$ cat config.mk
export PLATFORM = sky130hd
export DESIGN_NAME = rammodel_write_port
export DESIGN_NICKNAME = d
export VERILOG_FILES = /design/src/rammodel_pkg.sv /design/src/rammodel_write_port.sv
export SDC_FILE = /design/constraint.sdc
export NUM_CORES = 1
export LEC_CHECK = 0
export BUFFER_PORTS_ARGS = -buffer_cell sky130_fd_sc_hd__buf_2
export CAP_MARGIN = 20
export CORE_UTILIZATION = 31
export CTS_CLUSTER_DIAMETER = 120
export DETAILED_ROUTE_END_ITERATION = 7
export RECOVER_POWER = 50
export SLEW_MARGIN = 20
export SYNTH_ARGS = -nofsm -noshare
export SYNTH_HDL_FRONTEND = slang
export SYNTH_SLANG_ARGS = --single-unit
$ cat constraint.sdc
create_clock -name clk -period 6.2 [get_ports clk]
set_input_delay 0.62 -clock clk [delete_from_list [all_inputs] [get_ports clk]]
set_output_delay 0.62 -clock clk [all_outputs]
set_load 0.02 [all_outputs]
$ cat src/rammodel_pkg.sv
`default_nettype none

package rammodel_pkg;

    ////////////////////
    // bus widths
    localparam int ADDR_WIDTH  = 16;
    localparam int DATA_WIDTH  = 64;
    localparam int ID_WIDTH    = 4;
    localparam int STRB_WIDTH  = DATA_WIDTH / 8;
    localparam int OFFSET_BITS = $clog2(STRB_WIDTH);    // byte offset inside a beat.

    ////////////////////
    // storage
    localparam int MEM_DEPTH = 1024;
    localparam int IDX_WIDTH = $clog2(MEM_DEPTH);

    ////////////////////
    // response timing
    localparam int DELAY_WIDTH = 5;
    localparam int R_DELAY     = 25;     // unstalled cycles, AR to R.
    localparam int W_DELAY     = 3;      // unstalled cycles, AW and W to B.

    typedef logic [ADDR_WIDTH-1:0]  addr_t;
    typedef logic [DATA_WIDTH-1:0]  data_t;
    typedef logic [STRB_WIDTH-1:0]  strb_t;
    typedef logic [ID_WIDTH-1:0]    id_t;
    typedef logic [DELAY_WIDTH-1:0] delay_t;
    typedef logic [IDX_WIDTH-1:0]   word_idx_t;

endpackage

`default_nettype wire

$ cat src/rammodel_write_port.sv
`timescale 1ns/1ns
`default_nettype none

module rammodel_write_port (
    input  wire                      clk,
    input  wire                      rst_n,

    input  wire                      awvalid,
    input  wire rammodel_pkg::id_t   awid,
    input  wire rammodel_pkg::addr_t awaddr,
    output logic                     awready,

    input  wire                      wvalid,
    input  wire rammodel_pkg::data_t wdata,
    input  wire rammodel_pkg::strb_t wstrb,
    output logic                     wready,

    output logic                     wr_req,
    output rammodel_pkg::word_idx_t  wr_idx,
    output rammodel_pkg::data_t      wr_data,
    output rammodel_pkg::strb_t      wr_strb,
    input  wire                      wr_gnt,

    output logic                     wp_valid,
    output rammodel_pkg::id_t        wp_id,
    input  wire                      pop
);

    typedef enum logic [2:0] {
        st_idle,
        st_have_addr,
        st_have_data,
        st_storing,
        st_done
    } state_t;

    state_t state;
    logic   aw_fire;
    logic   w_fire;

    assign awready  = (state == st_idle) || (state == st_have_data);
    assign wready   = (state == st_idle) || (state == st_have_addr);
    assign aw_fire  = awvalid && awready;
    assign w_fire   = wvalid && wready;
    assign wr_req   = (state == st_storing);
    assign wp_valid = (state == st_done);

    always_ff @(posedge clk or negedge rst_n) begin
        if (!rst_n) begin
            state <= st_idle;
        end else begin
            case (state)
                st_idle: begin
                    if (aw_fire && w_fire)
                        state <= st_storing;
                    else if (aw_fire)
                        state <= st_have_addr;
                    else if (w_fire)
                        state <= st_have_data;
                end
                st_have_addr: if (w_fire) state <= st_storing;
                st_have_data: if (aw_fire) state <= st_storing;
                st_storing:   if (wr_gnt) state <= st_done;    // stored on this edge.
                st_done:      if (pop) state <= st_idle;
                default:      state <= st_idle;
            endcase
        end
    end

    always_ff @(posedge clk) begin
        if (aw_fire) begin
            wr_idx <= rammodel_pkg::word_idx_t'(awaddr >> rammodel_pkg::OFFSET_BITS);
            wp_id  <= awid;
        end
        if (w_fire) begin
            wr_data <= wdata;
            wr_strb <= wstrb;
        end
    end

endmodule

`default_nettype wire

==> key figures <==
Timing
  – Max-slew violations: 0
  – Least-Margin Pin Slew: 941.6 ps
  – Final min period: 1877 ps
  – Setup TNS: 0 ps
  – RSZ-0062 raised after global routing: false
  – Final worst-path cycle share: 0.3028
  – Fin Clk Skew: 9.277 ps
  – Endpoints failing hold: 0
  – Fmax: 0.5326 GHz
  – Final setup viols: 0
  – Slew HR: 0.3723

Detailed routing
  – Drt pass-1 iters: 2
  – Vias/cell: 4.178
  – Avg WL per Cell: 14.94 um
  – DR vias: 1692
  – Routed WL: 6050 um
  – DRT iter0 DRCs: 40
  – Final ANT Viol Nets: 0
  – Post-route DRC violation count: 0

Clocking
  – # clock sinks: 89
  – Clk_lat worst skew: 340 ps
  – CTS Buf Count: 9
  – CTS Hold Bufs: 0
  – Cts repair resizes: 0
  – CTS tree: yes
  – Clk root buf: clkbuf_8
  – CTS Buffer Depth: 2
  – H-tree levels: 3
  – Postcts setup bufs: 0
  – Worst-path clk slew: 80 ps

GRT
  – First-pass GRT wire length: 8314 um
  – GRT Util Overall: 0.1292
  – Largest net degree at the start of global routing: 73
  – Number of global-route vias before repair: 1723
  – Total global routing overflow: 0
  – Initial antenna violation count: 0

Yosys
  – Synth Area per Inst: 26.68 um2
  – Synthesized netlist net count: 201
  – Most frequent cell after synthesis: edfxtp_1
  – Top cells by area, synth: edfxtp_1 (94%), dfrtp_1 (2.7%), and2_1 (0.68%), nor3b_4 (0.68%), nor2_1 (0.55%)
  – Yosys reg bits: 89
  – Post-synth ARST share: 0.03371
  – Post-Syn Instances: 103
  – Sequential cell area fraction in the yosys report: 0.9672
  – Post-synth EDFFs: 86
  – Top cells by count, synth: edfxtp_1 (86), nor2_1 (4), and2_1 (3), dfrtp_1 (3), nor3_1 (2)
  – Dominant synthesized flop cell: edfxtp_1
  – Share of the synthesized area in the top cell type: 0.9399
  – Mapped cell area: 2748 um2
  – Syn. warnings: 0
  – Synth cell types: 10
  – Post-synth top area cell: edfxtp_1

Final layout
  – Fillers: 774
  – Multi-input logic area: 88.84 um2
  – FF+latch area: 2658 um2
  – Fraction of layout cells with a size suffix above 1: 0.5200
  – Layout Utilization: 0.4775
  – Ant diodes: 0
  – NumNets Final: 393
  – Layout area overhead: 45.67%

Floorplanning
  – Starting Density: 0.3278
  – Ports: 188
  – Chip Height: 96.15 um
  – Die W: 96.15 um
  – # rows: 33
  – Core footprint: 8382 um2
  – Die area: 9244 um2

Place
  – Port buffer count: 181
  – Gpl congestion: 0.7739
  – Post-DP HPWL: 4561 um

Critical path
  – CP arrival: 1260 ps
  – Reg-to-reg endpoint: wr_data[47]$_DFFE_PP_
  – Crit path required time: 5580 ps
  – Crit-path cells: nor2b_1 -> and2_1 -> buf_2
  – CP Class: reg -> out
  – Critical Path Sink Type: output pin
  – Worst r2r src: state[2]$_DFFE_PN0P_
  – Critical-path top delay cell: dfrtp_1
  – Critical path fanouts, max: 5
  – Crit path launch type: register
  – CP max stage delay: 440 ps
  – R2R setup slack: 4410 ps
  – Worst R2R Path Depth: 2

Pwr
  – IR drop worst, VDD: 0.0003483 V
  – Power per cell area: 430.9 nW/um2
  – Leakage: 1.613 nW

Outcome
  – Status: completed

Job
  – Max_cap viols: 0

Worst hold path
  – Min-delay worst type: in -> async
worst max-delay path, delay by kind of cell, from the launching register on:
| family | cells | cell delay, ps |
|---|---|---|
| flip-flops | 1 | 440 |
| AND/OR/NAND/NOR | 2 | 320 |
| buffers and inverters | 1 | 160 |
power breakdown:
group | switching (mW) | internal [mW] | total, mW
registers | 0.0398 | 0.810 | 0.850
logic | 0.262 | 0.0959 | 0.358
clock network | 0.203 | 0.313 | 0.516
cells by family (layout without fill, tap and decap cells):
| group | after synthesis | after routing | share of synthesized area |
|---|---|---|---|
| flops | 89 | 89 | 0.9672 |
| simple gates | 12 | 12 | 0.02733 |
| compound gates | 1 | 1 | 0.004098 |
| buf+inv | 1 | 198 | 0.001365 |
placed cells by master, fill, tap and decap left out:
cell type,count
dfrtp_1,3
clkbuf_8,9
clkbuf_1,44
nor3_1,2
buf_2,137
and3_1,1
inv_6,3
nor3b_4,1
a32o_2,1
inv_1,1
nor2b_1,1
nor2_1,4
and2_1,2
edfxtp_1,86
bufinv_16,4
and2_4,1
metrics by stage:
step	area (um2)	hold WS [ps]	std cells	power, mW	setup WS [ps]
after floorplan	2748	324.4	103	1.087	3249
after global placement	3787	419.4	389	1.234	4322
after detailed placement	3787	419.8	389	1.241	4303
after CTS	4058	46.06	405	1.764	4300
after global routing	4003	67.24	405	1.807	4228
final	4003	82.00	405	1.725	4323
routing by layer:
| layer | track usage | vias up | wire length, um |
|---|---|---|---|
| li1 | - | 790 | - |
| met1 | 0.1291 | 788 | 2075 |
| met2 | 0.2222 | 106 | 3144 |
| met3 | 0.07820 | 8 | 761 |
| met4 | 0.04104 | 0 | 68 |
| met5 | 0 | - | 0 |
layout make-up:
| cell class | instances | area share |
|---|---|---|
| clock buffers | 9 | 0.03095 |
| clock inverters | 7 | 0.03657 |
| inverters | 1 | 0.0009378 |
| multi-input cells | 13 | 0.02219 |
| flip-flops and latches | 89 | 0.6640 |
| well taps | 105 | 0.03282 |
| repair buffers | 181 | 0.2126 |
registers in the layout (all words and copies together) (netlist names):
register and count:
wr_data 64, wp_id 4, state 3, wr_idx 10, wr_strb 8
how the worst max path moves through the flow:
| stage | slack, ps | endpoint | depth (start not counted) | startpoint |
|---|---|---|---|---|
| after floorplan | 3250 | wr_data[0]$_DFFE_PP_ | 2 | state[2]$_DFFE_PN0P_ |
| after global placement | 4320 | wr_data[32]$_DFFE_PP_ | 2 | wvalid |
| after detailed placement | 4300 | wr_data[30]$_DFFE_PP_ | 2 | wvalid |
| after CTS | 4300 | wr_req | 3 | state[1]$_DFFE_PN0P_ |
| after global routing | 4230 | wr_req | 3 | state[1]$_DFFE_PN0P_ |
| final | 4320 | wr_req | 3 | state[1]$_DFFE_PN0P_ |
Power figures use the tool's default switching activity.
