===== config.mk =====
export PLATFORM = sky130hd
export DESIGN_NAME = ready_valid_fork
export DESIGN_NICKNAME = d
export VERILOG_FILES = /design/src/ready_valid_fork.sv
export SDC_FILE = /design/constraint.sdc
export NUM_CORES = 1
export LEC_CHECK = 0
export ABC_AREA = 1
export BUFFER_PORTS_ARGS = -buffer_cell sky130_fd_sc_hd__buf_2
export CAP_MARGIN = 20
export CORE_AREA = 2 2 39 41
export CTS_CLUSTER_DIAMETER = 80
export DETAILED_ROUTE_END_ITERATION = 7
export DIE_AREA = 0 0 41 43
export HOLD_SLACK_MARGIN = 0.05
export PLACE_DENSITY_LB_ADDON = 0.15
export SYNTH_ARGS = -nofsm -noshare
export SYNTH_HDL_FRONTEND = slang
export SYNTH_SLANG_ARGS = --single-unit

===== constraint.sdc =====
create_clock -name clk -period 0.9 [get_ports clk]
set_input_delay 0.18 -clock clk [delete_from_list [all_inputs] [get_ports clk]]
set_output_delay 0.18 -clock clk [all_outputs]
set_load 0.1 [all_outputs]

===== src/ready_valid_fork.sv =====
`timescale 1ns/1ns
`default_nettype none

module ready_valid_fork #(
    parameter int DATA_WIDTH = 8
) (
    input  wire                   clk,
    input  wire                   rst_n,

    input  wire                   in_valid,
    input  wire  [DATA_WIDTH-1:0] in_data,
    output logic                  in_ready,

    output logic                  a_valid,
    output logic [DATA_WIDTH-1:0] a_data,
    input  wire                   a_ready,

    output logic                  b_valid,
    output logic [DATA_WIDTH-1:0] b_data,
    input  wire                   b_ready
);

    logic a_taken;
    logic b_taken;

    assign a_valid  = in_valid && !a_taken;
    assign b_valid  = in_valid && !b_taken;
    assign a_data   = in_data;
    assign b_data   = in_data;
    // done once each side has taken it, now or earlier.
    assign in_ready = in_valid && (a_taken || a_ready) && (b_taken || b_ready);

    always_ff @(posedge clk or negedge rst_n) begin
        if (!rst_n) begin
            a_taken <= 1'b0;
            b_taken <= 1'b0;
        end else if (in_ready) begin
            a_taken <= 1'b0;
            b_taken <= 1'b0;
        end else begin
            a_taken <= a_taken || (a_valid && a_ready);
            b_taken <= b_taken || (b_valid && b_ready);
        end
    end

    // upstream must hold the item until both sides have it.
    a_hold_payload: assert property (@(posedge clk) disable iff (!rst_n)
        in_valid && !in_ready |=> in_valid && $stable(in_data));

endmodule

`default_nettype wire


==> results of run 1 <==
## layer usage
layer / GRT usage / vias up
met3: 0.0209 / 0
met2: 0.0750 / 7
met5: 0 / -
met4: 0.0867 / 0
li1: - / 69
met1: 0.0511 / 65
## metrics by stage
| stage | setup slack [ps] | cells | instance area (um2) | TNS (ps) |
|---|---|---|---|---|
| 2_1_floorplan | -260 | 30 | 249 | -606 |
| 3_3_place_gp | -108 | 39 | 244 | -197 |
| 3_5_place_dp | -119 | 39 | 244 | -233 |
| 4_1_cts | -361 | 43 | 288 | -986 |
| 5_1_grt | -385 | 43 | 302 | -1090 |
| 6_report | -353 | 43 | 302 | -965 |
## registers in the layout, indices dropped and copies added, names as in the netlist
| register | cells |
|---|---|
| b_taken | 1 |
| a_taken | 1 |
## cells by family (layout without fill, tap and decap cells)
| kind of cell | Yosys count | in the layout | synth area share |
|---|---|---|---|
| compound gates | 3 | 3 | 0.0674 |
| buf+inv | 19 | 16 | 0.590 |
| flops | 2 | 2 | 0.225 |
| simple gates | 6 | 6 | 0.118 |
## cells in the final DEF (no fill, tap or decap), drive strengths merged
| cell | n |
|---|---|
| a21oi | 2 |
| buf | 9 |
| clkbuf | 3 |
| dfrtp | 2 |
| dlygate4sd3 | 1 |
| inv | 3 |
| nand3 | 1 |
| nor2 | 4 |
| o21ai | 1 |
| or2 | 1 |
## final timing paths
check	cells past startpoint	startpoint	endpoint	slack, ps
min in group asynchronous	2	rst_n	a_taken$_DFF_PN0_	270
max	3	a_taken$_DFF_PN0_	in_ready	-350
max in group asynchronous	2	rst_n	a_taken$_DFF_PN0_	520
min	2	in_valid	a_taken$_DFF_PN0_	230
min reg2reg	3	b_taken$_DFF_PN0_	a_taken$_DFF_PN0_	640
max reg2reg	4	b_taken$_DFF_PN0_	b_taken$_DFF_PN0_	-60
## layout make-up
class / count / share of cell area
flip-flops and latches: 2 / 0.170
well taps: 16 / 0.0664
repair buffers: 10 / 0.361
clock buffers: 3 / 0.0747
inverters: 3 / 0.0373
multi-input cells: 9 / 0.290
## where the power goes
| part | internal (mW) | leakage [nW] | switching [mW] |
|---|---|---|---|
| combinational | 0.0950 | 0.0962 | 0.148 |
| sequential | 0.103 | 0.0240 | 0.0180 |
| clock | 0.147 | 0.0138 | 0.0516 |
## critical path, delay by kind of cell, from the launching register on
kind | cells | cell delay [ps]
and+or+nand+nor | 1 | 50
DFF | 1 | 440
buffers and inverters | 1 | 160
AOI/OAI and AO/OA | 1 | 200
## what timing repair did
| action | in CTS | in global routing |
|---|---|---|
| buffers inserted | 1 | 0 |
| pin swaps | 2 | 4 |
| hold buffers | 1 | 0 |
| endpoints found under the hold margin | 2 | 0 |
| resized for setup | 4 | 3 |
| endpoints found under the setup margin | 5 | 5 |
==> results.cfg, run 1 <==
[place]
routabilityCongestion = 0.659
portBuffers = 7
dp_hpwl_um = 311

[timing]
tightest_slew_ps = 163
fmax_ghz = 0.798
post-route-period-util = 1.39
slew_violations = 0
period_minus_slack_ps = 1250
finalHoldViolations = 0
worst_clock_skew_ps = 2.43
finalWorstSetupSlack_ps = -353
slew_headroom = 0.892
setup-violations-final = 4
rsz0062_at_grt = yes
hold_slack_ps = 232

[logic_synthesis]
synthTopCellsByArea = buf_4 54%, dfrtp_1 22%, nor2_1 6.7%, inv_1 5.1%, a21oi_1 4.5%
synth_edf_count = 0
dominantRegCellSynth = dfrtp_1
synth_top_area_cell = buf_4
ys_seq_elements = 2
yosysMostFrequentCell = buf_4
ys_seq_area_frac = 0.225
syn-num-nets = 43
netlist_top_cells_count = 16 x buf_4, 4 x nor2_1, 3 x inv_1
yosys_warnings = 0
ys_types = 8
netlist_area_um2 = 223
netlist.area_leader.share = 0.539
avgSynthCellArea_um2 = 7.42
synth_cells = 30
synthArstFlopShare = 1.00

[worst_setup_path]
startpoint_type = flop
crit_type = reg -> out
slowest_delay_ps = 440
cp_slowest_cell = dfrtp_2
cp_data_required_time_ps = 720
cp_max_fo = 3
path_cells = o21ai_4 -> nor2_4 -> buf_12
crit_arrival_ps = 1070
endpoint_kind = output port

[clock_network]
cts.clk_slew.worst_paths_ps = 30
insertion_delay_ps = 220
cts_sinks = 2
clockBufferDepth = 2
htree_levels = 1
cts_tree = yes
numCtsBuffers = 3
ctsRootBufferMaster = clkbuf_4

[routing]
met3WireLength_um = 35
vias = 141
routedWlPerCell_um = 9.98
wl_met1_um = 148
wirelength_um = 429
drtIter0Drc = 1
post-route-drc-count = 0
ant_nets = 0
top_layer_used = met3
first_pass_iters = 2
viasPerCell = 3.28
wl_met2_um = 245

[global_routing]
antenna_found_initial = 0
grt_max_degree = 6
grt_pass1_vias = 166
grt_usage = 0.0571
grt_pass1_wl_um = 641
grt_overflow = 0

[final_layout]
fill_cells = 141
drive_above_1_share = 0.741
n_antenna_cell = 0
fin_nets = 42
final_util = 0.218
syn2layout_area_growth_pct = 35.4
seq_area_um2 = 51.3
multiInputGateArea_um2 = 87.6

[power]
total_power_mw = 0.562
peakVddDrop_mv = 0.625
power_density_nw_per_um2 = 1860
total_leakage_power_nw = 0.134

[status]
violations = negative setup slack
outcome = finished with violations

[die]
die_x_um = 41
rows = 14
die_h_um = 43
ioPinCount = 32
die-area_um2 = 1760
start_util = 0.161
design.core.area_um2 = 1380

[worst_hold_path]
min_path_type = in -> reg

[job]
maxCapViolCount = 0
No activity file was read; power rests on OpenSTA's default activity.
==> run 2, diff against run 1 <==
Clock period 0.9 ns to 1.5 ns, I/O delays scaled along.
==> results.cfg, run 2 (synthesis gave the netlist of run 1 again) <==
[worst_setup_path]
endpoint_kind = output port
cp_max_fo = 3
crit_type = reg -> out
startpoint_type = flop
crit_arrival_ps = 1070
cp_data_required_time_ps = 1200

[clock_network]
cts_sinks = 2
cts_tree = yes
insertion_delay_ps = 220
ctsRootBufferMaster = clkbuf_4
post_cts_buffers = 0
cts.clk_slew.worst_paths_ps = 30
htree_levels = 1
numCtsBuffers = 3
clockBufferDepth = 2

[final_layout]
final_common_cell = buf_2
syn2layout_area_growth_pct = 8.99
largestRegisters = a_taken (1), b_taken (1)
final_util = 0.175
fin_nets = 40
final_area_um2 = 243
fill_cells = 157
n_antenna_cell = 0
most-common-layout-cells = 4 x buf_2, 3 x nor2_2, 3 x inv_1, 3 x clkbuf_4, 3 x buf_12
drive_above_1_share = 0.520

[global_routing]
grt_max_degree = 6
grt_pass1_vias = 165
grt_usage = 0.0633
grt_overflow = 0
grt_pass1_wl_um = 621
antenna_found_initial = 0

[worst_hold_path]
min_path_type = in -> reg

[timing]
tightest_slew_ps = 207
slew_violations = 0
worst_clock_skew_ps = 0.561
setup-violations-final = 0
finalHoldViolations = 0
post-route-period-util = 0.915
fmax_ghz = 0.729
slew_headroom = 0.861
rsz0062_at_grt = no
period_minus_slack_ps = 1370

[die]
design.core.area_um2 = 1380
start_util = 0.161
ioPinCount = 32
die_h_um = 43
rows = 14
die_x_um = 41
die-area_um2 = 1760

[place]
dp_hpwl_um = 334
place_area_um2 = 210
routabilityCongestion = 0.650
portBuffers = 7

[routing]
viasPerCell = 3.37
vias = 138
drtIter0Drc = 2
routedWlPerCell_um = 9.10
wirelength_um = 373
ant_nets = 0
first_pass_iters = 2
post-route-drc-count = 0

[job]
maxCapViolCount = 0

[power]
total_leakage_power_nw = 0.119
power_density_nw_per_um2 = 1250
peakVddDrop_mv = 0.468

[status]
outcome = completed
-- run 2: cell types whose count changed in the layout (fill, tap and decap cells not counted), sizes merged --
cell | previous run | this run
buf | 9 | 7
-- run 2: path summary, 6_finish.rpt --
path                                    from                end  slack, ps  cells past startpoint
max in group asynchronous              rst_n  b_taken$_DFF_PN0_       1010                      2
min in group asynchronous              rst_n  a_taken$_DFF_PN0_        400                      2
hold reg to reg            b_taken$_DFF_PN0_  a_taken$_DFF_PN0_        630                      3
setup reg to reg           b_taken$_DFF_PN0_  b_taken$_DFF_PN0_        640                      4
setup / recovery           a_taken$_DFF_PN0_           in_ready        130                      3
hold / removal                      in_valid  a_taken$_DFF_PN0_        320                      2
-- run 2: layout make-up --
cell class / count / area [um2] / area share
flip-flops and latches: 2 / 50.0 / 0.206
inverters: 3 / 11.3 / 0.0464
clock buffers: 3 / 22.5 / 0.0928
multi-input cells: 9 / 48.8 / 0.201
well taps: 16 / 20.0 / 0.0825
repair buffers: 8 / 90.1 / 0.371
-- run 2: critical path: stages, from the launching register on --
cell and delay [ps]:
dfrtp_1 400, o21ai_1 210, nor2_2 70, buf_12 170
-- run 2: stage by stage --
stage | setup TNS (ps) | hold slack (ps) | setup slack (ps) | power (mW) | std cells
floorplan | -66.9 | 4.41 | -66.9 | 0.341 | 30
global placement | 0 | 85.3 | 271 | 0.186 | 37
detailed placement | 0 | 88.2 | 247 | 0.187 | 37
CTS | 0 | 310 | 4.72 | 0.312 | 41
global route | 0 | 321 | 79.1 | 0.326 | 41
finish | 0 | 319 | 128 | 0.302 | 41
-- run 2: power by group --
part	internal, mW	leakage, nW	switching (mW)
registers	0.0609	0.0252	0.00654
logic	0.0422	0.0800	0.0778
clock network	0.0879	0.0138	0.0270
total	0.191	0.119	0.111
-- run 2: metal layers --
layer	vias to the layer above	global-route usage	wire [um]
li1	66	-	-
met1	62	0.0289	87
met2	10	0.0875	218
met3	0	0.0681	67
met4	0	0.0867	0
met5	-	0	0
-- run 2: what timing repair did --
action	4_1_cts	5_1_grt
resized for setup	0	1
hold buffers	1	0
hold endpoints to repair	2	0
endpoints found under the setup margin	0	1
==> run 3, diff against run 2 <==
Clock period 1.5 ns to 1.4 ns, I/O delays scaled along.
==> results.cfg, run 3 (synthesis gave the netlist of run 1 again) <==
[status]
outcome = completed

[die]
rows = 14
start_util = 0.161
die_h_um = 43
die-area_um2 = 1760
design.core.area_um2 = 1380
ioPinCount = 32
die_x_um = 41

[final_layout]
fin_nets = 42
final_util = 0.199
most-common-layout-cells = 4 x buf_2, 3 x nor2_4, 3 x inv_1, 3 x clkbuf_4, 3 x buf_12
final_cells = 43
n_antenna_cell = 0
final_area_um2 = 275
seq_area_um2 = 50.0
fill_cells = 144
largestRegisters = a_taken (1), b_taken (1)
multiInputGateArea_um2 = 66.3
final_common_cell = buf_2
syn2layout_area_growth_pct = 23.6
drive_above_1_share = 0.593

[routing]
vias = 153
post-route-drc-count = 0
first_pass_iters = 2
routedWlPerCell_um = 9.40
ant_nets = 0
drtIter0Drc = 1
wirelength_um = 404
viasPerCell = 3.56

[place]
dp_hpwl_um = 364
place_area_um2 = 233
dp.cells = 38
post-place-ws_ps = 196
routabilityCongestion = 0.663
portBuffers = 7

[clock_network]
insertion_delay_ps = 220
htree_levels = 1
cts_sinks = 2
cts.clk_slew.worst_paths_ps = 30
clockBufferDepth = 2
ctsRootBufferMaster = clkbuf_4
numCtsBuffers = 3
cts_tree = yes

[timing]
rsz0062_at_grt = no
fin_tns_setup_ps = 0
hold_slack_ps = 304
post-route-period-util = 0.948
worst_clock_skew_ps = 1.20
fmax_ghz = 0.753
tightest_slew_ps = 178
setup-violations-final = 0
period_minus_slack_ps = 1330
finalHoldViolations = 0
finalWorstSetupSlack_ps = 72.6
slew_violations = 0
slew_headroom = 0.882

[worst_setup_path]
cp_data_required_time_ps = 1120
crit_arrival_ps = 1050
endpoint_kind = output port
reg2reg_from = b_taken$_DFF_PN0_
startpoint_type = flop
startpoint = b_taken$_DFF_PN0_
cp_max_fo = 3
crit_type = reg -> out

[global_routing]
grt.busiest_layer = met2
antenna_found_initial = 0
met2_usage = 0.0844
grtUsageMet1 = 0.0481
globalRouteMet3Util = 0.0524
grt_pass1_vias = 168
grt_max_degree = 6
grt_pass1_wl_um = 683
grt_usage = 0.0622
grt_overflow = 0

[worst_hold_path]
min_from = in_valid
min_path_type = in -> reg

[power]
total_power_mw = 0.340
total_leakage_power_nw = 0.131
peakVddDrop_mv = 0.339
power_density_nw_per_um2 = 1230

[job]
maxCapViolCount = 0
[run 3: final cells by class]
class | count | area share
clock buffer | 3 | 0.0818
tap | 16 | 0.0727
sequential | 2 | 0.182
inverter | 3 | 0.0409
timing repair buffer | 10 | 0.382
multi-input combinational | 9 | 0.241
[run 3: worst max-delay path: stages (launching register included)]
cell     delay, ps
dfrtp_1        420
nor2_2         180
nor2_4          60
buf_12         160
[run 3: where the power goes]
| group | total, mW | switching [mW] | internal [mW] | leakage, nW |
|---|---|---|---|---|
| registers | 0.0719 | 0.00669 | 0.0652 | 0.0252 |
| clock network | 0.121 | 0.0270 | 0.0940 | 0.0138 |
| logic | 0.147 | 0.0907 | 0.0564 | 0.0923 |
| total | 0.340 | 0.124 | 0.216 | 0.131 |
[run 3: path summary, 6_finish.rpt]
kind	end	slack, ps	cells after the start
min	a_taken$_DFF_PN0_	300	2
min reg2reg	a_taken$_DFF_PN0_	650	3
min in group asynchronous	a_taken$_DFF_PN0_	370	2
max in group asynchronous	b_taken$_DFF_PN0_	930	2
max	in_ready	70	3
max reg2reg	b_taken$_DFF_PN0_	490	4
[run 3: timing repair]
item,CTS,global route
setup buffers,1,0
hold buffers,1,0
resized for setup,1,1
setup endpoints to repair,1,1
pin swaps,0,0
endpoints found under the hold margin,2,0
[run 3: metal layers]
layer | share of wire | wire length (um)
met1 | 0.27 | 109
met2 | 0.55 | 224
met3 | 0.17 | 70
met4 | 0 | 0
met5 | 0 | 0
