[src/rammodel_pkg.sv]
`default_nettype none

package rammodel_pkg;

    ////////////////////
    // bus widths
    localparam int ADDR_WIDTH  = 16;
    localparam int DATA_WIDTH  = 64;
    localparam int ID_WIDTH    = 4;
    localparam int STRB_WIDTH  = DATA_WIDTH / 8;
    localparam int OFFSET_BITS = $clog2(STRB_WIDTH);    // byte offset inside a beat.

    ////////////////////
    // storage
    localparam int MEM_DEPTH = 1024;
    localparam int IDX_WIDTH = $clog2(MEM_DEPTH);

    ////////////////////
    // response timing
    localparam int DELAY_WIDTH = 5;
    localparam int R_DELAY     = 25;     // unstalled cycles, AR to R.
    localparam int W_DELAY     = 3;      // unstalled cycles, AW and W to B.

    typedef logic [ADDR_WIDTH-1:0]  addr_t;
    typedef logic [DATA_WIDTH-1:0]  data_t;
    typedef logic [STRB_WIDTH-1:0]  strb_t;
    typedef logic [ID_WIDTH-1:0]    id_t;
    typedef logic [DELAY_WIDTH-1:0] delay_t;
    typedef logic [IDX_WIDTH-1:0]   word_idx_t;

endpackage

`default_nettype wire

[src/rammodel_read_port.sv]
`timescale 1ns/1ns
`default_nettype none

module rammodel_read_port (
    input  wire                     clk,
    input  wire                     rst_n,

    input  wire                     arvalid,
    input  wire rammodel_pkg::id_t  arid,
    input  wire rammodel_pkg::addr_t araddr,
    output logic                    arready,

    output logic                    rd_req,
    output rammodel_pkg::word_idx_t rd_idx,
    input  wire                     rd_gnt,
    input  wire rammodel_pkg::data_t rd_data,

    output logic                    rp_valid,
    output rammodel_pkg::id_t       rp_id,
    output rammodel_pkg::data_t     rp_data,
    input  wire                     pop
);

    logic                busy;
    logic                fresh;      // store output is the live copy.
    rammodel_pkg::data_t data_q;

    assign arready = !busy;
    assign rp_data = fresh ? rd_data : data_q;

    always_ff @(posedge clk or negedge rst_n) begin
        if (!rst_n) begin
            busy     <= 1'b0;
            rd_req   <= 1'b0;
            rp_valid <= 1'b0;
            fresh    <= 1'b0;
        end else begin
            fresh <= rd_gnt;
            if (arvalid && arready) begin
                busy   <= 1'b1;
                rd_req <= 1'b1;
            end else if (rd_gnt) begin
                rd_req   <= 1'b0;
                rp_valid <= 1'b1;
            end else if (rp_valid && pop) begin
                busy     <= 1'b0;
                rp_valid <= 1'b0;
            end
        end
    end

    always_ff @(posedge clk) begin
        if (arvalid && arready) begin
            rd_idx <= rammodel_pkg::word_idx_t'(araddr >> rammodel_pkg::OFFSET_BITS);
            rp_id  <= arid;
        end
        if (fresh)
            data_q <= rd_data;
    end

endmodule

`default_nettype wire

[config.mk]
export PLATFORM = sky130hd
export DESIGN_NAME = rammodel_read_port
export DESIGN_NICKNAME = d
export VERILOG_FILES = /design/src/rammodel_pkg.sv /design/src/rammodel_read_port.sv
export SDC_FILE = /design/constraint.sdc
export NUM_CORES = 1
export LEC_CHECK = 0
export ABC_CLOCK_PERIOD_IN_PS = 1500
export BUFFER_PORTS_ARGS = -buffer_cell sky130_fd_sc_hd__buf_2
export CAP_MARGIN = 20
export CORE_MARGIN = 2
export CORE_UTILIZATION = 40
export DETAILED_ROUTE_END_ITERATION = 6
export GPL_ROUTABILITY_DRIVEN = 1
export HOLD_SLACK_MARGIN = 0.1
export PLACE_DENSITY_LB_ADDON = 0.1
export SKIP_CTS_REPAIR_TIMING = 1
export SYNTH_ARGS = -nofsm -noshare
export SYNTH_HDL_FRONTEND = slang
export SYNTH_SLANG_ARGS = --single-unit
[constraint.sdc]
create_clock -name clk -period 1.5 [get_ports clk]
set_input_delay 0.075 -clock clk [delete_from_list [all_inputs] [get_ports clk]]
set_output_delay 0.075 -clock clk [all_outputs]
set_load 0.05 [all_outputs]
==> results.md, run 1 <==
* Run status: complete, but fails checks
* Failing checks: negative setup slack
* Max Slew Vio Count at 0
* Die ar. at 8020 µm²
* Via Count at 2236
* Largest net degree at the start of global routing at 33
* Placed Area at 3810 µm²
* Crit. End Element: output pin
* First-pass GRT wire length at 7910 µm
* Clk slew on worst S/H paths at 0.08 ns
* Mean routed wirelength per cell at 14.0 µm
* Actual slew at the worst max-slew pin at 0.276 ns
* Worst rel slew slack at 81.7%
* Mux cell area share after synthesis at 32.3%
* Post-synth top area share at 43.8%
* Arrival @ worst endpoint at 1.63 ns
* Peak supply drop at 0.655 mV
* CP Launch Type: flop
* Area share of fa/ha/maj cells after synthesis at 0%
* Die Height at 89.5 µm
* Final hold vios at 0
* Largest family of logic cells by synthesized area: multiplexers
* CTS HTree Levels at 3
* Overall routing resource usage at 13.2%
* Final routed DRC violation total at 0
* TritonCTS buffer count at 9
* Post-layout min period at 1.70 ns
* Antenna violations before repair at 0
* Initial Utilization at 40.8%
* Synth cell types at 12
* Vias in the first global route at 1739
* CP Max Fanout at 16
* Avg Inst Size Synth at 18.0 µm²
* Fmax at 588 MHz
* IO buf count at 163
* P&R area growth vs syn at 81.5%
* Clock Tree Root: clkbuf_8
* Leak at 2.56 nW
* Initial drt markers at 48
* Hold/Removal Path Class: primary input to flop
* Final WL at 7330 µm
* Unrepaired setup endpoints after global routing: true
* Skew final at 0.00469 ns
* Die width at 89.5 µm
* Kind of critical path: flop to output pin
* #FFs+latches synth at 82
* Max-cap violations at 0
* Share of cells above drive strength 1 at 58.9%
* Post-Synth Simple-Gate Area at 0.599%
* IO Count at 170
* Pre-antenna DRT Iters at 4
* Clock Latency Late Sink at 0.34 ns
* Yosys warns at 0
* Synth Area in XOR/XNOR at 0%
* Clock sink total at 82
* Vias per cell at 4.26
* Leading area contributor after synthesis: dfxtp_1
* Largest cells by area after synthesis: dfxtp_1 44%, mux2_4 31%, edfxtp_1 14%, buf_12 4.1%, dfrtp_1 3.4%
* CTS tree: yes
* Cell area after synthesis at 2930 µm²
* Post-DP HPWL at 4180 µm
* Final setup fails at 64
* Post-route setup slack at -0.201 ns
* Required time worst endpoint at 1.42 ns
* PwrDens at 1300 nW/µm²
* Fin crit share at 113%
* Mapped Cells at 163
* ANT cells at 0
* Nets at 510
* Core area at 7180 µm²
* Placer congestion estimate at 0.725
* Routed Antenna Nets at 0
* Final hold slack at 0.443 ns
* Maximum buffer depth of the clock tree at 2
* Compound-gate portion of the synthesized area at 0.641%
* Mapped Nets at 252
* Final Instance Area at 5310 µm²
* Sequential-to-total area share from yosys stat at 61.6%
* Grt ovf at 0
* Num rows at 31
-- cell families after synthesis --
| family | count (synthesis) |
|---|---|
| compound gates | 3 |
| buf+inv | 10 |
| flops | 82 |
| mux | 64 |
| simple gates | 4 |
-- cell usage after synthesis --
master and instances:
dfxtp_1 64, mux2_4 60, edfxtp_1 14, buf_12 6
dfrtp_1 4, mux2_2 4, inv_1 3, nand2_1 3
o21ai_0 2, a22o_1 1, buf_6 1, nand2b_1 1
-- through the flow --
step,setup WS (ns),total power [mW],utilization [%],setup TNS [ns],std cells
global placement,0.145,4.47,53.0,0,422
floorplan,0.288,4.10,-,0,163
CTS,-0.245,6.53,56.7,-13.05,438
global route,-0.268,7.18,74.0,-12.58,525
detailed placement,0.148,4.49,53.0,0,422
finish,-0.201,6.92,74.0,-9.55,525
-- sequential cells by signal, indices dropped and copies added, names as in the netlist --
register  flops
busy          1
data_q       64
rp_id         4
fresh         1
rp_valid      1
rd_idx       10
rd_req        1
-- layer usage --
layer  share of wire [%]  GRT usage, %  routed length, µm
met5                   0             0                  0
met2                  49          20.4               3610
met3                 7.1          5.17                522
met1                  42          15.4               3080
met4                 1.6          7.73                116
-- layout make-up --
type | instances | area, µm²
multi-input cells | 71 | 982
fillers | 427 | 1860
flip-flops and latches | 82 | 1810
clock inverters | 7 | 140
clock buffers | 9 | 124
inverters | 3 | 11.3
repair buffers | 254 | 2130
well taps | 99 | 124
-- power by group --
part	total (mW)	internal (mW)	switching, mW	leakage (nW)
Clock	2.04	1.27	0.765	0.127
Sequential	2.62	2.53	0.0883	0.716
Combinational	2.26	0.901	1.36	1.72
-- worst max-delay path, stage by stage, from the launching register on --
cell and delay (ns):
dfrtp_4 0.52, buf_12 0.19, mux2_2 0.35, buf_2 0.21
-- path summary, 6_finish.rpt --
check,start,to,slack (ns),cells past startpoint
setup / recovery,fresh,rp_data[62],-0.20,3
hold / removal,araddr[5],rd_idx[2],0.44,2
setup reg to reg,fresh,data_q[50],0.19,3
hold reg to reg,data_q[32],data_q[32],0.47,1
max in group asynchronous,rst_n,fresh,0.64,3
min in group asynchronous,rst_n,rp_valid,0.67,3
-- layout by cell type (no fill, tap or decap) --
| cell | instances |
|---|---|
| dfrtp_4 | 1 |
| o21ai_0 | 2 |
| buf_6 | 51 |
| inv_6 | 1 |
| clkinv_1 | 1 |
| a22o_1 | 1 |
| mux2_2 | 4 |
| buf_4 | 11 |
| bufinv_16 | 4 |
| clkbuf_8 | 9 |
| buf_8 | 2 |
| buf_12 | 2 |
| dlygate4sd3_1 | 83 |
| edfxtp_1 | 14 |
| nand2b_1 | 1 |
| nand2_1 | 3 |
| dfxtp_1 | 64 |
| clkinvlp_4 | 1 |
| clkbuf_16 | 1 |
| buf_2 | 103 |
| buf_16 | 1 |
| mux2_4 | 60 |
| dfrtp_1 | 3 |
| inv_1 | 3 |
Power figures use the tool's default switching activity.
==> inputs of run 2 (changes only) <==
- ABC_CLOCK_PERIOD_IN_PS: 1500 -> 1600
- clock period: 1.5 -> 1.6 ns (I/O delays scaled with it)
==> run 2 against run 1 <==
The run ends with negative hold slack, negative setup slack left. Worst setup slack improved by 0.070 ns. Combinational power decreased by 17%. Via count decreased by 1.9%. Hold slack got worse by 0.46 ns. Sequential power shrank 6%. Count of clock-buffer cells in the layout increased by 1. Global-route usage rose by 0.43 points. Sequential cell count stayed put. Cell count fell by 1.1%. Final area decreased by 8.9%. Wire length shrank 9.1%.
==> results.md, run 2 (synthesized netlist as in run 1, its figures left out) <==
* Run status: complete, but fails checks
* Failing checks: negative hold slack, negative setup slack
* Worst rel slew slack at 82.0%
* Dpl cells at 421
* Largest regs: data_q (64), rd_idx (10), rp_id (4)
* Clk network pwr share at 26.4%
* Antenna violations before repair at 0
* Switch share at 33.8%
* CTS tree: yes
* Fin cells at 519
* Clock Tree Root: clkbuf_8
* Unrepaired setup endpoints after global routing: true
* Mean routed wirelength per cell at 12.8 µm
* Die Height at 89.5 µm
* Arrival @ worst endpoint at 1.65 ns
* Skew final at 0.00404 ns
* Initial Utilization at 40.8%
* Maximum buffer depth of the clock tree at 2
* PwrDens at 1220 nW/µm²
* Pre-antenna DRT Iters at 4
* Placed Area at 3790 µm²
* Fin crit share at 108%
* Max reg flops at 64
* Commonest non-fill, non-tap cell in the layout: buf_2
* Actual slew at the worst max-slew pin at 0.273 ns
* CP Launch Type: flop
* Overall routing resource usage at 13.6%
* WHS Path Cells at 2
* Register area at 1810 µm²
* Peak supply drop at 0.528 mV
* Required time worst endpoint at 1.52 ns
* Final hold slack at -0.0170 ns
* Die ar. at 8020 µm²
* Leak at 2.38 nW
* Post-layout min period at 1.73 ns
* Kind of critical path: flop to output pin
* Final routed DRC violation total at 0
* Clk slew on worst S/H paths at 0.07 ns
* ANT cells at 0
* Vias in the first global route at 1732
* Logic pwr share at 31.9%
* CTS HTree Levels at 3
* Most flop-heavy register: data_q
* Grt ovf at 0
* Commonest non-fill, non-tap cells in the layout: 160 x buf_2, 82 x dlygate4sd3_1, 64 x dfxtp_1
* Core area at 7180 µm²
* TritonCTS buffer count at 9
* Crit. End Element: output pin
* CP Max Fanout at 32
* Nets at 504
* Final Instance Area at 4840 µm²
* Via Count at 2193
* Max-cap violations at 0
* Multi-input gate area at 982 µm²
* Hold/Removal Path Class: primary input to flop
* Vias per cell at 4.23
* Clock Latency Late Sink at 0.34 ns
* Hold_sp: rd_data[62]
* Max Slew Vio Count at 0
* Reg power frac at 41.7%
* Largest net degree at the start of global routing at 33
* P&R area growth vs syn at 65.5%
* IO Count at 170
* First-pass GRT wire length at 8140 µm
* Clock sink total at 82
* Die width at 89.5 µm
* Final WL at 6670 µm
* RR Startpoint: fresh
* Post-route setup slack at -0.131 ns
* Share of cells above drive strength 1 at 58.3%
* Num rows at 31
* Worst reg-to-reg path cell count at 2
* Final setup fails at 64
* Fillers at 515
* Routed Antenna Nets at 0
* Fmax at 578 MHz
* Initial drt markers at 67
* Setup slack, reg-to-reg at 0.39 ns
* Final hold vios at 1
* Post-DP HPWL at 4070 µm
* Internal at 3.89 mW
* Reg2reg end: data_q[60]
* Hold endpoint: data_q[62]
* IO buf count at 163
* Placer congestion estimate at 0.695
* NetSw at 1.99 mW
## run 2: changes by cell type in the layout (fill, tap and decap cells not counted), sizes merged
cell	before	now
inv	4	3
clkinv	1	3
buf	170	166
dlygate4sd3	83	82
bufinv	4	2
## run 2: metrics by stage
step	power, mW	util, %	setup slack (ns)	hold WS (ns)	TNS, ns
after floorplan	3.84	-	0.388	-0.216	0
after global placement	4.18	52.8	0.244	-0.110	0
after detailed placement	4.20	52.8	0.239	-0.106	0
after CTS	5.77	55.7	-0.155	-0.490	-7.18
after global routing	6.16	67.5	-0.191	-0.0213	-9.96
final	5.88	67.5	-0.131	-0.0170	-6.13
## run 2: power by group through the flow
stage               logic, mW  registers [mW]  clock network [mW]
CTS                      1.71            2.45                1.62
finish                   1.88            2.45                1.55
detailed placement       1.70            2.49                   0
global placement         1.70            2.49                   0
global route             1.98            2.48                1.70
floorplan                1.11            2.73                   0
## run 2: how the worst max path moves through the flow
stage | startpoint | to | slack (ns)
global route | fresh | rp_data[60] | -0.19
finish | fresh | rp_data[62] | -0.13
global placement | fresh | rp_data[63] | 0.24
CTS | fresh | rp_data[63] | -0.15
floorplan | busy | rd_idx[0] | 0.39
detailed placement | fresh | rp_data[62] | 0.24
## run 2: final cells by class
cell class	count	area share [%]
well taps	99	2.56
inverters	3	0.233
clock buffers	10	2.64
repair buffers	248	35.3
multi-input cells	71	20.3
flip-flops and latches	82	37.3
clock inverters	6	1.68
## run 2: critical path, cell delays in order (launching register included)
cell and delay [ns]:
dfrtp_4 0.46, buf_16 0.23, mux2_2 0.37, buf_2 0.22
## run 2: per-layer routing
layer,global-route usage (%),share of wire (%),wire length (µm),vias up
li1,-,-,-,1073
met1,16.0,42,2810,1010
met2,20.6,48,3200,101
met3,5.72,8.4,562,9
met4,8.14,1.5,99,0
met5,0,0,0,-
==> inputs of run 3 (changes only) <==
- CELL_PAD_IN_SITES_DETAIL_PLACEMENT: unset -> 0
- CELL_PAD_IN_SITES_GLOBAL_PLACEMENT: unset -> 1
- CORE_UTILIZATION: 40 -> 33
- CTS_BUF_LIST: unset -> sky130_fd_sc_hd__clkbuf_16
- SKIP_LAST_GASP: unset -> 1
==> run 3 against run 2 <==
The run ends with negative setup slack left. Maximum frequency is 3.3% higher. Highest routed layer unchanged. Combinational power is 3% higher. Core utilization is 9.5 points lower. First-iteration DRC count is 54% lower.
==> results.md, run 3 (synthesized netlist as in run 1, its figures left out) <==
* Run status: complete, but fails checks
* Failing checks: negative setup slack
* Fin cells at 530
* Hold endpoint: fresh
* Actual slew at the worst max-slew pin at 0.265 ns
* Skew final at 0.00635 ns
* CTS HTree Levels at 3
* Antenna violations before repair at 0
* Arrival @ worst endpoint at 1.60 ns
* CP Launch Type: flop
* Final hold vios at 0
* Final hold slack at 0.446 ns
* Leak at 2.46 nW
* Maximum buffer depth of the clock tree at 2
* Die width at 98.2 µm
* TritonCTS buffer count at 9
* Largest net degree at the start of global routing at 28
* Switch share at 33.1%
* Unrepaired setup endpoints after global routing: true
* NetSw at 2.11 mW
* Mean routed wirelength per cell at 13.1 µm
* Placer congestion estimate at 0.706
* WHS Path Cells at 2
* Initial Utilization at 33.7%
* IO buf count at 163
* Worst rel slew slack at 82.5%
* Routed Antenna Nets at 0
* Pre-antenna DRT Iters at 4
* Final routed DRC violation total at 0
* Fin crit share at 105%
* Post-layout min period at 1.68 ns
* Clock Tree Root: clkbuf_16
* Post-DP HPWL at 4530 µm
* Initial drt markers at 31
* IO Count at 170
* Largest regs: data_q (64), rd_idx (10), rp_id (4)
* Clock Latency Late Sink at 0.32 ns
* Via Count at 2173
* Core Util, Final at 58.0%
* ANT cells at 0
* CP Max Fanout at 27
* Final WL at 6930 µm
* Reg power frac at 38.4%
* Max Slew Vio Count at 0
* Setup WS pre-CTS at 0.265 ns
* Clk slew on worst S/H paths at 0.06 ns
* Hold/Removal Path Class: primary input to flop
* Max-cap violations at 0
* RR Startpoint: busy
* Die Height at 98.2 µm
* Dpl cells at 431
* Post-route setup slack at -0.0757 ns
* Share of cells above drive strength 1 at 58.5%
* First-pass GRT wire length at 9360 µm
* Required time worst endpoint at 1.52 ns
* Crit. End Element: output pin
* Nets at 506
* CTS tree: yes
* Final setup fails at 63
* Fmax at 597 MHz
* Commonest non-fill, non-tap cell in the layout: buf_2
* PwrDens at 1270 nW/µm²
* Internal at 4.28 mW
* Reg2reg end: rd_idx[0]
* Peak supply drop at 0.793 mV
* Logic pwr share at 30.2%
* Max reg flops at 64
* Grt ovf at 0
* Hold_sp: rd_gnt
* Kind of critical path: flop to output pin
* Overall routing resource usage at 12.4%
* Commonest non-fill, non-tap cells in the layout: 130 x buf_2, 83 x dlygate4sd3_1, 64 x dfxtp_1
* Die ar. at 9640 µm²
* Vias in the first global route at 1888
* Worst reg-to-reg path cell count at 3
* Clk network pwr share at 31.4%
* Num rows at 34
* Core area at 8680 µm²
* Most flop-heavy register: data_q
* Vias per cell at 4.10
* Clock sink total at 82
* Setup slack, reg-to-reg at 0.39 ns
* P&R area growth vs syn at 71.9%
[run 3: cell types whose count changed in the layout (fill, tap and decap cells not counted), moves of 2 or more]
| cell | change |
|---|---|
| clkbuf_8 | -9 |
| buf_6 | -2 |
| clkbuf_16 | +9 |
| buf_2 | -30 |
| clkinv_4 | +2 |
| buf_12 | +2 |
| buf_4 | +32 |
[run 3: metal layers]
layer / GRT usage [%] / wire [µm]
met4: 4.74 / 108
met3: 4.87 / 383
met2: 20.8 / 3630
met5: 0 / 0
met1: 14.4 / 2810
[run 3: area by class of cell]
type	count	area, µm²
Clock buffer	9	225
Sequential cell	82	1810
Tap cell	108	135
Inverter	3	11.3
Fill cell	719	3650
Clock inverter	7	71.3
Timing Repair Buffer	250	1800
Multi-Input combinational cell	71	982
[run 3: how the worst max path moves through the flow]
stage                   to  slack, ns  start  cells after the start
2_1_floorplan    rd_idx[0]       0.39   busy                      2
3_3_place_gp   rp_data[43]       0.27  fresh                      3
3_5_place_dp   rp_data[43]       0.26  fresh                      3
4_1_cts        rp_data[43]       -0.1  fresh                      3
5_1_grt        rp_data[37]      -0.13  fresh                      3
6_report       rp_data[44]      -0.08  fresh                      3
[run 3: power by group through the flow]
| stage | Combinational, mW | Clock [mW] | Sequential, mW |
|---|---|---|---|
| 2_1_floorplan | 1.11 | 0 | 2.73 |
| 3_3_place_gp | 1.71 | 0 | 2.49 |
| 3_5_place_dp | 1.72 | 0 | 2.50 |
| 4_1_cts | 1.72 | 2.08 | 2.46 |
| 5_1_grt | 2.01 | 2.16 | 2.49 |
| 6_report | 1.93 | 2.01 | 2.46 |
[run 3: per-stage QoR]
| stage | cell area [µm²] | TNS [ns] | total power, mW |
|---|---|---|---|
| 6_report | 5030 | -2.49 | 6.39 |
| 3_3_place_gp | 3820 | 0 | 4.20 |
| 2_1_floorplan | 2930 | 0 | 3.84 |
| 4_1_cts | 4110 | -4.58 | 6.26 |
| 5_1_grt | 5030 | -5.56 | 6.66 |
| 3_5_place_dp | 3820 | 0 | 4.21 |
[run 3: worst max-delay path, stage by stage, from the launching register on]
cell and delay (ns):
dfrtp_4 0.52, buf_12 0.20, mux2_4 0.32, buf_2 0.22
